==> src/hw/cpu_isa_pkg.sv <==
package cpu_isa_pkg;

  localparam int data_width_lp = 32;
  localparam int lane_width_lp = 8;
  localparam int lane_count_lp = 4;
  localparam int reg_count_lp  = 16;

  // Instruction field positions
  localparam int opcode_msb_lp = 31;
  localparam int opcode_lsb_lp = 28;
  localparam int rd_msb_lp     = 27;
  localparam int rd_lsb_lp     = 24;
  localparam int rs1_msb_lp    = 23;
  localparam int rs1_lsb_lp    = 20;
  localparam int rs2_msb_lp    = 19;
  localparam int rs2_lsb_lp    = 16;
  localparam int imm_width_lp  = 16;
  localparam int imm_lsb_lp    = 0;
  localparam int imm_msb_lp    = imm_lsb_lp + imm_width_lp - 1;

  typedef logic [$clog2(reg_count_lp)-1:0] reg_addr_t;

  // Four lanes packed into one word, lane 0 in the low byte
  typedef logic [lane_count_lp-1:0][lane_width_lp-1:0] lane_vec_t;

  typedef enum logic [3:0] {
    op_nop, op_add, op_sub, op_and, op_or, op_addi,
    op_vadd, op_vsub, op_vand, op_vor, op_vadds,
    op_lw, op_sw, op_vlw, op_vsw
  } opcode_e;

  typedef enum logic [1:0] {alu_add, alu_sub, alu_and, alu_or} alu_op_e;

endpackage

==> src/hw/cpu_pipe_pkg.sv <==
package cpu_pipe_pkg;

  // Decoded control, all zero for a no-op
  typedef struct packed {
    logic                 reg_we;
    logic                 is_vector;
    logic                 use_imm;
    logic                 broadcast;
    logic                 mem_read;
    logic                 mem_write;
    cpu_isa_pkg::alu_op_e alu_op;
  } ctrl_t;

  typedef struct packed {
    ctrl_t                                 ctrl;
    cpu_isa_pkg::reg_addr_t                rd;
    logic [cpu_isa_pkg::data_width_lp-1:0] rs1_s;
    logic [cpu_isa_pkg::data_width_lp-1:0] rs2_s;
    cpu_isa_pkg::lane_vec_t                rs1_v;
    cpu_isa_pkg::lane_vec_t                rs2_v;
    logic [cpu_isa_pkg::data_width_lp-1:0] imm;
  } id_ex_t;

  // result_s doubles as the memory address for loads and stores
  typedef struct packed {
    ctrl_t                                 ctrl;
    cpu_isa_pkg::reg_addr_t                rd;
    logic [cpu_isa_pkg::data_width_lp-1:0] result_s;
    cpu_isa_pkg::lane_vec_t                result_v;
    logic [cpu_isa_pkg::data_width_lp-1:0] store_data;
  } ex_mem_t;

endpackage

==> src/hw/rf_write_if.sv <==
`timescale 1ns/1ns

interface rf_write_if;

  logic                                  we;
  cpu_isa_pkg::reg_addr_t                addr;
  logic                                  is_vector;
  logic [cpu_isa_pkg::data_width_lp-1:0] sdata;
  cpu_isa_pkg::lane_vec_t                vdata;

  modport wb (output we, addr, is_vector, sdata, vdata);
  modport rf (input we, addr, is_vector, sdata, vdata);

endinterface

==> src/hw/fetch_stage.sv <==
`timescale 1ns/1ns

module fetch_stage (
  input  logic                                  clk_i,
  input  logic                                  arst_n_i,
  input  logic [cpu_isa_pkg::data_width_lp-1:0] inst_i,
  output logic [cpu_isa_pkg::data_width_lp-1:0] pc_o,
  output logic [cpu_isa_pkg::data_width_lp-1:0] inst_o
);

  logic [cpu_isa_pkg::data_width_lp-1:0] pc_q;
  logic [cpu_isa_pkg::data_width_lp-1:0] inst_q;

  // Word addressed, one instruction per cycle
  always_ff @(posedge clk_i or negedge arst_n_i) begin
    if (!arst_n_i) begin
      pc_q   <= '0;
      inst_q <= '0;
    end else begin
      pc_q   <= pc_q + 1'b1;
      inst_q <= inst_i;
    end
  end

  assign pc_o   = pc_q;
  assign inst_o = inst_q;

endmodule

==> src/hw/register_file.sv <==
`timescale 1ns/1ns

module register_file (
  input  logic                                  clk_i,
  input  logic                                  arst_n_i,
  input  cpu_isa_pkg::reg_addr_t                rs1_addr_i,
  input  cpu_isa_pkg::reg_addr_t                rs2_addr_i,
  output logic [cpu_isa_pkg::data_width_lp-1:0] rs1_s_o,
  output logic [cpu_isa_pkg::data_width_lp-1:0] rs2_s_o,
  output cpu_isa_pkg::lane_vec_t                rs1_v_o,
  output cpu_isa_pkg::lane_vec_t                rs2_v_o,
  rf_write_if.rf                                wr
);

  logic [cpu_isa_pkg::data_width_lp-1:0] scalar_q [cpu_isa_pkg::reg_count_lp];
  cpu_isa_pkg::lane_vec_t                vector_q [cpu_isa_pkg::reg_count_lp];

  // Only the bank named by is_vector is written
  always_ff @(posedge clk_i or negedge arst_n_i) begin
    if (!arst_n_i) begin
      scalar_q <= '{default: '0};
      vector_q <= '{default: '0};
    end else if (wr.we) begin
      if (wr.is_vector) begin
        vector_q[wr.addr] <= wr.vdata;
      end else begin
        scalar_q[wr.addr] <= wr.sdata;
      end
    end
  end

  // No bypass, a same-cycle read sees the old value
  assign rs1_s_o = scalar_q[rs1_addr_i];
  assign rs2_s_o = scalar_q[rs2_addr_i];
  assign rs1_v_o = vector_q[rs1_addr_i];
  assign rs2_v_o = vector_q[rs2_addr_i];

  // Write-back comes from the memory stage
  a_wr_addr_known: assert property (
    @(posedge clk_i) disable iff (!arst_n_i)
    wr.we |-> !$isunknown(wr.addr)
  );

endmodule

==> src/hw/decode_stage.sv <==
`timescale 1ns/1ns

module decode_stage (
  input  logic                                  clk_i,
  input  logic                                  arst_n_i,
  input  logic [cpu_isa_pkg::data_width_lp-1:0] inst_i,
  output cpu_isa_pkg::reg_addr_t                rs1_addr_o,
  output cpu_isa_pkg::reg_addr_t                rs2_addr_o,
  input  logic [cpu_isa_pkg::data_width_lp-1:0] rs1_s_i,
  input  logic [cpu_isa_pkg::data_width_lp-1:0] rs2_s_i,
  input  cpu_isa_pkg::lane_vec_t                rs1_v_i,
  input  cpu_isa_pkg::lane_vec_t                rs2_v_i,
  output cpu_pipe_pkg::id_ex_t                  id_ex_o
);

  cpu_isa_pkg::opcode_e                  opcode;
  cpu_pipe_pkg::ctrl_t                   ctrl;
  logic [cpu_isa_pkg::data_width_lp-1:0] imm_ext;
  cpu_pipe_pkg::id_ex_t                  id_ex_q;

  assign opcode = cpu_isa_pkg::opcode_e'(
    inst_i[cpu_isa_pkg::opcode_msb_lp:cpu_isa_pkg::opcode_lsb_lp]);
  assign rs1_addr_o = inst_i[cpu_isa_pkg::rs1_msb_lp:cpu_isa_pkg::rs1_lsb_lp];
  assign rs2_addr_o = inst_i[cpu_isa_pkg::rs2_msb_lp:cpu_isa_pkg::rs2_lsb_lp];

  assign imm_ext = {
    {(cpu_isa_pkg::data_width_lp - cpu_isa_pkg::imm_width_lp){
      inst_i[cpu_isa_pkg::imm_msb_lp]}},
    inst_i[cpu_isa_pkg::imm_msb_lp:cpu_isa_pkg::imm_lsb_lp]
  };

  always_comb begin
    ctrl = '0;
    case (opcode)
      cpu_isa_pkg::op_add:   {ctrl.reg_we, ctrl.alu_op} = {1'b1, cpu_isa_pkg::alu_add};
      cpu_isa_pkg::op_sub:   {ctrl.reg_we, ctrl.alu_op} = {1'b1, cpu_isa_pkg::alu_sub};
      cpu_isa_pkg::op_and:   {ctrl.reg_we, ctrl.alu_op} = {1'b1, cpu_isa_pkg::alu_and};
      cpu_isa_pkg::op_or:    {ctrl.reg_we, ctrl.alu_op} = {1'b1, cpu_isa_pkg::alu_or};
      cpu_isa_pkg::op_addi:  {ctrl.reg_we, ctrl.use_imm} = 2'b11;
      cpu_isa_pkg::op_vadd:  {ctrl.reg_we, ctrl.is_vector} = 2'b11;
      cpu_isa_pkg::op_vsub:  {ctrl.reg_we, ctrl.is_vector, ctrl.alu_op} =
                             {2'b11, cpu_isa_pkg::alu_sub};
      cpu_isa_pkg::op_vand:  {ctrl.reg_we, ctrl.is_vector, ctrl.alu_op} =
                             {2'b11, cpu_isa_pkg::alu_and};
      cpu_isa_pkg::op_vor:   {ctrl.reg_we, ctrl.is_vector, ctrl.alu_op} =
                             {2'b11, cpu_isa_pkg::alu_or};
      cpu_isa_pkg::op_vadds: {ctrl.reg_we, ctrl.is_vector, ctrl.broadcast} = 3'b111;
      // Memory ops add the immediate to rs1 for the address
      cpu_isa_pkg::op_lw:    {ctrl.reg_we, ctrl.use_imm, ctrl.mem_read} = 3'b111;
      cpu_isa_pkg::op_sw:    {ctrl.use_imm, ctrl.mem_write} = 2'b11;
      cpu_isa_pkg::op_vlw:   {ctrl.reg_we, ctrl.is_vector, ctrl.use_imm, ctrl.mem_read} = 4'hf;
      cpu_isa_pkg::op_vsw:   {ctrl.is_vector, ctrl.use_imm, ctrl.mem_write} = 3'b111;
      default:               ctrl = '0;
    endcase
  end

  always_ff @(posedge clk_i or negedge arst_n_i) begin
    if (!arst_n_i) begin
      id_ex_q <= '0;
    end else begin
      id_ex_q.ctrl  <= ctrl;
      id_ex_q.rd    <= inst_i[cpu_isa_pkg::rd_msb_lp:cpu_isa_pkg::rd_lsb_lp];
      id_ex_q.rs1_s <= rs1_s_i;
      id_ex_q.rs2_s <= rs2_s_i;
      id_ex_q.rs1_v <= rs1_v_i;
      id_ex_q.rs2_v <= rs2_v_i;
      id_ex_q.imm   <= imm_ext;
    end
  end

  assign id_ex_o = id_ex_q;

  a_no_read_and_write: assert property (
    @(posedge clk_i) disable iff (!arst_n_i)
    !(id_ex_o.ctrl.mem_read && id_ex_o.ctrl.mem_write)
  );

endmodule

==> src/hw/execute_stage.sv <==
`timescale 1ns/1ns

module execute_stage (
  input  logic                  clk_i,
  input  logic                  arst_n_i,
  input  cpu_pipe_pkg::id_ex_t  id_ex_i,
  output cpu_pipe_pkg::ex_mem_t ex_mem_o
);

  logic [cpu_isa_pkg::data_width_lp-1:0] op_b_s;
  logic [cpu_isa_pkg::data_width_lp-1:0] result_s;
  cpu_isa_pkg::lane_vec_t                op_b_v;
  cpu_isa_pkg::lane_vec_t                result_v;
  cpu_pipe_pkg::ex_mem_t                 ex_mem_q;

  // Shared by the scalar ALU and the lanes
  function automatic logic [cpu_isa_pkg::data_width_lp-1:0] alu_f(
    input cpu_isa_pkg::alu_op_e                op,
    input logic [cpu_isa_pkg::data_width_lp-1:0] a,
    input logic [cpu_isa_pkg::data_width_lp-1:0] b
  );
    case (op)
      cpu_isa_pkg::alu_add: return a + b;
      cpu_isa_pkg::alu_sub: return a - b;
      cpu_isa_pkg::alu_and: return a & b;
      default:              return a | b;
    endcase
  endfunction

  assign op_b_s   = id_ex_i.ctrl.use_imm ? id_ex_i.imm : id_ex_i.rs2_s;
  assign result_s = alu_f(id_ex_i.ctrl.alu_op, id_ex_i.rs1_s, op_b_s);

  for (genvar lane = 0; lane < cpu_isa_pkg::lane_count_lp; lane++) begin : g_lane
    logic [cpu_isa_pkg::data_width_lp-1:0] lane_full;

    // Low byte of scalar rs2 copied to every lane for vadds
    assign op_b_v[lane] = id_ex_i.ctrl.broadcast ?
                          id_ex_i.rs2_s[cpu_isa_pkg::lane_width_lp-1:0] :
                          id_ex_i.rs2_v[lane];
    // Lanes run zero-extended and keep only the low byte
    assign lane_full = alu_f(
      id_ex_i.ctrl.alu_op,
      {{(cpu_isa_pkg::data_width_lp - cpu_isa_pkg::lane_width_lp){1'b0}},
       id_ex_i.rs1_v[lane]},
      {{(cpu_isa_pkg::data_width_lp - cpu_isa_pkg::lane_width_lp){1'b0}},
       op_b_v[lane]}
    );
    assign result_v[lane] = lane_full[cpu_isa_pkg::lane_width_lp-1:0];
  end

  always_ff @(posedge clk_i or negedge arst_n_i) begin
    if (!arst_n_i) begin
      ex_mem_q <= '0;
    end else begin
      ex_mem_q.ctrl       <= id_ex_i.ctrl;
      ex_mem_q.rd         <= id_ex_i.rd;
      ex_mem_q.result_s   <= result_s;
      ex_mem_q.result_v   <= result_v;
      ex_mem_q.store_data <= id_ex_i.ctrl.is_vector ? id_ex_i.rs2_v : id_ex_i.rs2_s;
    end
  end

  assign ex_mem_o = ex_mem_q;

endmodule

==> src/hw/memory_stage.sv <==
`timescale 1ns/1ns

module memory_stage (
  input  logic                                  clk_i,
  input  logic                                  arst_n_i,
  input  cpu_pipe_pkg::ex_mem_t                 ex_mem_i,
  input  logic [cpu_isa_pkg::data_width_lp-1:0] data_mem_out_data_i,
  output logic [cpu_isa_pkg::data_width_lp-1:0] data_mem_address_o,
  output logic [cpu_isa_pkg::data_width_lp-1:0] data_mem_in_data_o,
  output logic                                  data_mem_we_o,
  rf_write_if.wb                                wr
);

  cpu_pipe_pkg::ctrl_t                   wb_ctrl_q;
  cpu_isa_pkg::reg_addr_t                wb_rd_q;
  logic [cpu_isa_pkg::data_width_lp-1:0] load_q;
  logic [cpu_isa_pkg::data_width_lp-1:0] result_s_q;
  cpu_isa_pkg::lane_vec_t                result_v_q;

  // Data memory reads combinationally in this cycle
  assign data_mem_address_o = ex_mem_i.result_s;
  assign data_mem_in_data_o = ex_mem_i.store_data;
  assign data_mem_we_o      = ex_mem_i.ctrl.mem_write;

  always_ff @(posedge clk_i or negedge arst_n_i) begin
    if (!arst_n_i) begin
      wb_ctrl_q  <= '0;
      wb_rd_q    <= '0;
      load_q     <= '0;
      result_s_q <= '0;
      result_v_q <= '0;
    end else begin
      wb_ctrl_q  <= ex_mem_i.ctrl;
      wb_rd_q    <= ex_mem_i.rd;
      load_q     <= data_mem_out_data_i;
      result_s_q <= ex_mem_i.result_s;
      result_v_q <= ex_mem_i.result_v;
    end
  end

  // Write-back select
  assign wr.we        = wb_ctrl_q.reg_we;
  assign wr.addr      = wb_rd_q;
  assign wr.is_vector = wb_ctrl_q.is_vector;
  assign wr.sdata     = wb_ctrl_q.mem_read ? load_q : result_s_q;
  assign wr.vdata     = wb_ctrl_q.mem_read ? cpu_isa_pkg::lane_vec_t'(load_q) : result_v_q;

endmodule

==> src/hw/vector_cpu.sv <==
`timescale 1ns/1ns

module vector_cpu (
  input  logic                                  clk_i,
  input  logic                                  arst_n_i,
  input  logic [cpu_isa_pkg::data_width_lp-1:0] inst_mem_data_i,
  output logic [cpu_isa_pkg::data_width_lp-1:0] inst_mem_address_o,
  input  logic [cpu_isa_pkg::data_width_lp-1:0] data_mem_out_data_i,
  output logic [cpu_isa_pkg::data_width_lp-1:0] data_mem_address_o,
  output logic [cpu_isa_pkg::data_width_lp-1:0] data_mem_in_data_o,
  output logic                                  data_mem_we_o
);

  logic [cpu_isa_pkg::data_width_lp-1:0] inst_id;
  cpu_isa_pkg::reg_addr_t                rs1_addr;
  cpu_isa_pkg::reg_addr_t                rs2_addr;
  logic [cpu_isa_pkg::data_width_lp-1:0] rs1_s;
  logic [cpu_isa_pkg::data_width_lp-1:0] rs2_s;
  cpu_isa_pkg::lane_vec_t                rs1_v;
  cpu_isa_pkg::lane_vec_t                rs2_v;
  cpu_pipe_pkg::id_ex_t                  id_ex;
  cpu_pipe_pkg::ex_mem_t                 ex_mem;

  rf_write_if wb_if ();

  fetch_stage u_fetch (
    .clk_i   (clk_i),
    .arst_n_i(arst_n_i),
    .inst_i  (inst_mem_data_i),
    .pc_o    (inst_mem_address_o),
    .inst_o  (inst_id)
  );

  decode_stage u_decode (
    .clk_i     (clk_i),
    .arst_n_i  (arst_n_i),
    .inst_i    (inst_id),
    .rs1_addr_o(rs1_addr),
    .rs2_addr_o(rs2_addr),
    .rs1_s_i   (rs1_s),
    .rs2_s_i   (rs2_s),
    .rs1_v_i   (rs1_v),
    .rs2_v_i   (rs2_v),
    .id_ex_o   (id_ex)
  );

  register_file u_regfile (
    .clk_i     (clk_i),
    .arst_n_i  (arst_n_i),
    .rs1_addr_i(rs1_addr),
    .rs2_addr_i(rs2_addr),
    .rs1_s_o   (rs1_s),
    .rs2_s_o   (rs2_s),
    .rs1_v_o   (rs1_v),
    .rs2_v_o   (rs2_v),
    .wr        (wb_if.rf)
  );

  execute_stage u_execute (
    .clk_i   (clk_i),
    .arst_n_i(arst_n_i),
    .id_ex_i (id_ex),
    .ex_mem_o(ex_mem)
  );

  memory_stage u_memory (
    .clk_i              (clk_i),
    .arst_n_i           (arst_n_i),
    .ex_mem_i           (ex_mem),
    .data_mem_out_data_i(data_mem_out_data_i),
    .data_mem_address_o (data_mem_address_o),
    .data_mem_in_data_o (data_mem_in_data_o),
    .data_mem_we_o      (data_mem_we_o),
    .wr                 (wb_if.wb)
  );

endmodule

==> config.mk <==
export PLATFORM = sky130hd
export DESIGN_NAME = vector_cpu
export DESIGN_NICKNAME = d
export VERILOG_FILES = /design/src/hw/cpu_isa_pkg.sv /design/src/hw/cpu_pipe_pkg.sv /design/src/hw/rf_write_if.sv /design/src/hw/fetch_stage.sv /design/src/hw/register_file.sv /design/src/hw/decode_stage.sv /design/src/hw/execute_stage.sv /design/src/hw/memory_stage.sv /design/src/hw/vector_cpu.sv
export SDC_FILE = /design/constraint.sdc
export NUM_CORES = 2
export LEC_CHECK = 0
export BUFFER_PORTS_ARGS = -buffer_cell sky130_fd_sc_hd__buf_2
export CAP_MARGIN = 20
export CORE_MARGIN = 5
export CORE_UTILIZATION = 25
export CTS_CLUSTER_SIZE = 20
export DETAILED_ROUTE_END_ITERATION = 8
export SYNTH_ARGS = -nofsm -noshare
export SYNTH_HDL_FRONTEND = slang
export SYNTH_SLANG_ARGS = --single-unit
export TNS_END_PERCENT = 50
==> constraint.sdc <==
create_clock -name clk_i -period 5.7 [get_ports clk_i]
set_clock_uncertainty 0.2 [all_clocks]
set_input_delay 1.14 -clock clk_i [delete_from_list [all_inputs] [get_ports clk_i]]
set_output_delay 1.14 -clock clk_i [all_outputs]
set_load 0.1 [all_outputs]
Word-level counts from Yosys, hierarchy flattened
Index checks and enable logic that the tools add are counted.
{"block": "word_totals", "reg_bits": 1451, "wordCells": 215, "input_bits": 66, "out_inout_bits": 97}
{"block": "op_classes", "n_lt_le_gt_ge": 4, "reduce_logical": 12, "addsub": 11, "n_bitwise": 14, "eq_ne": 16, "mux": 36}
{"cell": "$bwmux W512", "n": 2}
{"cell": "$bmux W32 S4", "n": 4}
{"cell": "$mux W32", "n": 13}
{"cell": "$demux W32 S4", "n": 1}
{"cell": "$pmux W32 S3", "n": 1}
{"cell": "$pmux W8 S3", "n": 4}
{"cell": "$add A32 B1 Y32 const B", "n": 1}
{"cell": "$add A32 B32 Y32", "n": 1}
{"cell": "$add A8 B8 Y8", "n": 4}
{"cell": "$and A32 B32 Y32", "n": 1}
{"cell": "$and A8 B8 Y8", "n": 4}
{"cell": "$mux W8", "n": 4}
{"cell": "$or A32 B32 Y32", "n": 1}
{"cell": "$or A8 B8 Y8", "n": 4}
{"cell": "$sub A32 B32 Y32", "n": 1}
{"cell": "$sub A8 B8 Y8", "n": 4}
{"cell": "$eq A4 B4 Y1 const B", "n": 7}
{"cell": "$eq A4 B3 Y1 const B", "n": 4}
{"cell": "$ge A5 B5 Y1 const B", "n": 3}
{"cell": "$not A4 Y5", "n": 3}
{"cell": "$reduce_or A12 Y1", "n": 1}
{"cell": "$reduce_or A2 Y1", "n": 5}
{"cell": "$eq A4 B2 Y1 const B", "n": 2}
{"cell": "$reduce_or A7 Y1", "n": 1}
{"cell": "other kinds (11)", "n": 17}

Logic depth before layout (Yosys ltp)
{"block": "depth", "ltp_word": 6, "depth_mapped": 26, "mapped_depth_nobuf": 19}

Hierarchy
From an unflattened synthesis, not the netlist that was laid out.
{"block": "unflattened", "cells_unflattened": 5165, "area_unflattened_um2": 73813.3}
{"mod": "register_file", "seq_area_each_um2": 25624.6, "area_each_um2": 52962.0, "cells_per_inst": 3343, "instances": 1}
{"mod": "execute_stage", "seq_area_each_um2": 2702.6, "area_each_um2": 10146.0, "cells_per_inst": 1215, "instances": 1}
{"mod": "decode_stage", "seq_area_each_um2": 3903.7, "area_each_um2": 4282.9, "cells_per_inst": 209, "instances": 1}
{"mod": "memory_stage", "seq_area_each_um2": 2577.5, "area_each_um2": 4142.7, "cells_per_inst": 239, "instances": 1}
{"mod": "fetch_stage", "seq_area_each_um2": 1601.5, "area_each_um2": 2279.7, "cells_per_inst": 159, "instances": 1}

Worst setup path after synthesis
Ideal clock, no wire load.
{"block": "synth_timing", "path_kind": "flip-flop to flip-flop", "startpoint": "register u_decode.id_ex_q (netlist bit u_decode.id_ex_o[169])", "endpoint": "register u_execute.ex_mem_q (netlist bit u_execute.ex_mem_o[95])", "path_stages_with_launch": 26, "setup_slack_ns": 0.041, "arrival_time_ns": 5.358, "period_less_slack_ns": 5.659, "required_time_ns": 5.399, "n_path_buf": 7, "setup_ns": 0.101, "path_cell_list": "dfrtp_1 buf_6 buf_2 buf_2 clkbuf_1 clkbuf_1 clkbuf_1 mux2i_1 ha_1 o21ai_0 nor3_2 nand3_1 o31ai_1 xnor2_1 o21ai_0 ha_1 clkbuf_1 nand4_1 nor2_1 nand3_1 a2111oi_0 a41oi_1 mux2i_2 nor2_2 xnor2_1 o311ai_2"}
{"block": "synth_between", "elab_chain_len": 3, "elab_cells_between_ends": 6, "cone_classes": "add/sub: 2; mux: 2; bitwise: 2"}
{"element": "start, declared", "line_no": "decode_stage.sv:19", "source": "cpu_pipe_pkg::id_ex_t id_ex_q;"}
{"element": "$mux W32 *", "line_no": "execute_stage.sv:30", "source": "assign op_b_s = id_ex_i.ctrl.use_imm ? id_ex_i.imm : id_ex_i.rs2_s;"}
{"element": "$sub A32 B32 Y32 (tied with other cells)", "line_no": "execute_stage.sv:24", "source": "cpu_isa_pkg::alu_sub: return a - b;"}
{"element": "$pmux W32 S3 *", "line_no": "execute_stage.sv:22", "source": "case (op)"}
{"element": "named net u_execute.result_s, one bit", "line_no": "execute_stage.sv:11", "source": "logic [cpu_isa_pkg::data_width_lp-1:0] result_s;"}
{"element": "end, declared", "line_no": "execute_stage.sv:14", "source": "cpu_pipe_pkg::ex_mem_t ex_mem_q;"}
Mark *: on every way through the listed nets, which the timed path passes. The rest lies on a longest branch.
A chain may end at the register's enable or synchronous reset.

Final worst setup path
{"block": "layout_timing", "startpoint": "register u_decode.id_ex_q (netlist bit u_decode.id_ex_o[169])", "endpoint": "register u_execute.ex_mem_q (netlist bit u_execute.ex_mem_o[93])"}
Same word-level chain as after synthesis.

==> impl_metrics.ini <==
[placement]
numPortBuffers = 162
dp_hpwl_um = 144000
gp_congestion = 0.909

[logic_synthesis]
yosys_warnings = 0
synth_area_um2 = 70500
yosysUniqueCellTypes = 82
synthArstFlopShare = 1.00
synth_area_leaders = dfrtp_1 52%, mux4_2 20%, a21oi_1 5.2%, nor2_1 4.1%, o21ai_0 3.7%
syn_avg_cell_area_um2 = 11.9
synth_area_leader_cell = dfrtp_1
ys_seq_area_frac = 0.515
synth_edf_count = 0
synth_common_cells = 1451 x dfrtp_1, 763 x nor2_1, 735 x a21oi_1, 640 x mux4_2, 528 x nand2_1
yosysTopAreaCellShare = 0.515
synth_ff_type = dfrtp_1
yosys_register_bits = 1451
yosysMostFrequentCell = dfrtp_1
syn-instance-count = 5938
syn_nets = 6084

[clock_tree]
cts_sinks = 1451
root_buffer = clkbuf_16
cts_buffers = 156
cts_tree = done
insertion_delay_ns = 0.82
cts_max_path_buffers = 4
cts.clk_slew.worst_paths_ns = 0.06
h-tree-depth = 4
hold_buffers = 0

[flow_run]
drv_cap = 0

[critical_path]
path_max_fanout = 22
crit_arrival_ns = 5.79
cp_slowest_cell = dfrtp_4
cp-startpoint = u_decode.id_ex_o[169]$_DFF_PN0_
r2r-end = u_execute.ex_mem_o[93]$_DFF_PN0_
startpoint_type = flip-flop
critical-path-top-cell-by-count = o21ai_0
cpLargestDelayFamily = compound AO/OA/AOI/OAI gates
ff2ff_path_depth = 18
required_ns = 6.19
worstSetupPathType = reg -> reg
slowest_delay_ns = 0.61
end_kind = flip-flop
timing.rr.start = u_decode.id_ex_o[169]$_DFF_PN0_
regToRegSetupSlack_ns = 0.40
worstPathCellList = or4b_1 -> a211oi_4 -> inv_2 -> nor3_4 -> o21ai_0 -> o41ai_2 -> nand2_1 -> o311ai_0 -> o21ai_0 -> ha_1 -> a21o_1 -> a21o_1 -> a21oi_1 -> o21ai_0 -> a311oi_1 -> nor2_1 -> or2_2 -> o311ai_1
critPathBufInv = 1

[sta]
rsz0062_at_grt = no
relSlewSlack = 0.248
min_period_ns = 5.30
finalSetupTns_ns = 0
fin_crit_sh = 0.930
fmax_mhz = 189
slew_violations = 0
hold_ws_ns = 0.125
tightest_slew_ns = 1.13
final-setup-viol-count = 0
hold_viol_final = 0

[hold_path]
worstHoldStart = u_execute.ex_mem_o[50]$_DFF_PN0_
worstHoldEndpoint = u_memory.result_v_q[18]$_DFF_PN0_
hold_path_depth = 0
hold_path.class = reg -> reg

[grt]
grt_max_degree = 141
grt_usage = 0.151
grt_overflow = 0
antenna_found_initial = 18
grt_pass1_wl_um = 336000
grt_pass1_vias = 49800

[power_and_ir_drop]
peakVddDrop_uv = 332
seqPwrFrac = 0.403
p_leak_nw = 33.0
internal-power_mw = 27.0
p_sw_mw = 16.7
p_per_area_nw_per_um2 = 542
p_sw_frac = 0.383
comb_power_share = 0.363
clockPowerShare = 0.233

[route]
final_antenna_net_count = 0
drt-total-wl_um = 226000
drtIter0Drc = 4746
vias = 49400
via_per_inst = 5.05
drc = 0
wire_per_inst_um = 23.1
firstDrtPassIters = 8

[die]
ios = 163
start_util = 0.250
coreArea_um2 = 281000
die-area_um2 = 293000
dieHeight_um = 541
die_w_um = 541
num_rows = 195

[outcome]
status = completed

[finish]
fillers = 28500
final_nets = 6062
syn_to_final_growth_pct = 14.5
final_layout_size_suffix_gt1_frac = 0.224
==> how the worst max path moves through the flow <==
stage	slack, ns	depth (start not counted)	endpoint
3_5_place_dp	0.23	19	u_execute.ex_mem_o[95]$_DFF_PN0_
6_report	0.40	18	u_execute.ex_mem_o[93]$_DFF_PN0_
3_3_place_gp	0.24	19	u_execute.ex_mem_o[95]$_DFF_PN0_
2_1_floorplan	0.04	25	u_execute.ex_mem_o[95]$_DFF_PN0_
4_1_cts	0.13	15	u_execute.ex_mem_o[93]$_DFF_PN0_
5_1_grt	0.02	20	u_execute.ex_mem_o[95]$_DFF_PN0_
==> through the flow <==
step                      power [mW]  instances  instance area [um^2]  utilization  setup WS (ns)
after floorplan                 28.3       5938                 70500            -         0.0411
after CTS                       43.8       9747                 80500        0.286          0.132
after global placement          32.6       9470                 75400        0.268          0.236
after detailed placement        33.3       9478                 75500        0.268          0.230
final                           43.7       9786                 80700        0.287          0.401
after global routing            46.1       9780                 80700        0.287         0.0239
==> logic make-up after synthesis <==
family,after synthesis,share of synthesized area
buf+inv,634,0.0375
compound gates,1382,0.104
fa+ha+maj,122,0.0207
simple gates,1456,0.0834
mux,768,0.223
xor+xnor,125,0.0155
flops,1451,0.515
==> power groups by stage <==
stage / registers [mW] / logic (mW) / clock network (mW)
5_1_grt: 18.0 / 17.3 / 10.8
2_1_floorplan: 16.1 / 12.2 / 0
3_5_place_dp: 17.7 / 15.7 / 0
3_3_place_gp: 17.4 / 15.3 / 0
6_report: 17.6 / 15.9 / 10.2
4_1_cts: 17.6 / 15.8 / 10.4
==> cell type report <==
class                      instances  area, um^2  share of cell area
tap                             3743        4680              0.0580
clock buffer                     206        4310              0.0534
multi-input combinational       3853       31700               0.393
antenna                           16        40.0            0.000496
clock inverter                    63         683             0.00846
sequential                      1451       36400               0.450
inverter                          92         345             0.00428
timing repair buffer             362        2600              0.0322
==> metal layers <==
layer / global-route usage / vias up / share of wire
met5: 0 / - / 0.00015
met4: 0.0770 / 6 / 0.054
met3: 0.0213 / 482 / 0.064
met2: 0.244 / 2001 / 0.48
met1: 0.198 / 25600 / 0.40
li1: - / 21300 / -
==> state kept, by name, indices dropped and copies added (netlist names) <==
register	flops
u_memory.wr.we	1
u_memory.result_v_q	32
u_regfile.scalar_q	512
u_memory.wr.is_vector	1
u_fetch.inst_o	32
u_execute.ex_mem_o	104
u_memory.wb_ctrl_q	1
u_fetch.pc_o	32
u_decode.id_ex_o	156
u_memory.load_q	32
u_memory.result_s_q	32
u_regfile.vector_q	512
u_memory.wr.addr	4
==> repair_timing <==
action	CTS	global route
gates resized for setup	0	4
buffers inserted	0	1
endpoints found under the setup margin	0	2
==> placed cells by master, fill, tap and decap left out, types with 9 or more instances in the layout <==
| master | netlist | routed |
|---|---|---|
| dfrtp_1 | 1451 | 1437 |
| nor2_1 | 763 | 750 |
| a21oi_1 | 735 | 734 |
| mux4_2 | 640 | 640 |
| o21ai_0 | 521 | 521 |
| nand2_1 | 528 | 515 |
| buf_4 | 65 | 178 |
| buf_2 | 9 | 161 |
| clkbuf_16 | 0 | 157 |
| mux2i_1 | 104 | 104 |
| inv_1 | 90 | 89 |
| ha_1 | 75 | 75 |
| xnor2_1 | 72 | 72 |
| xor2_1 | 53 | 53 |
| maj3_1 | 42 | 42 |
| nor3_1 | 36 | 32 |
| clkinv_2 | 0 | 31 |
| clkbuf_1 | 401 | 29 |
| nand3_1 | 28 | 28 |
| mux2_2 | 23 | 23 |
| buf_12 | 0 | 23 |
| a21o_1 | 20 | 20 |
| clkbuf_8 | 0 | 20 |
| diode_2 | 0 | 16 |
| and3_1 | 15 | 15 |
| nand2b_1 | 14 | 14 |
| nand2_2 | 0 | 13 |
| o31ai_1 | 13 | 13 |
| nor2_4 | 0 | 12 |
| bufinv_16 | 0 | 12 |
| dfrtp_4 | 0 | 11 |
| nor2b_1 | 12 | 10 |
| a31oi_1 | 10 | 10 |
| a21boi_0 | 9 | 9 |
| inv_6 | 0 | 9 |
==> worst reg2reg max path: cells and delay by family (launching register included) <==
family	cells	cell delay (ns)
buffers and inverters	1	0.11
adder cells (fa/ha/maj)	1	0.24
AND/OR/NAND/NOR	5	1.40
flip-flops	1	0.61
AO/OA/AOI/OAI	11	2.61
No activity file was read; power rests on OpenSTA's default activity.
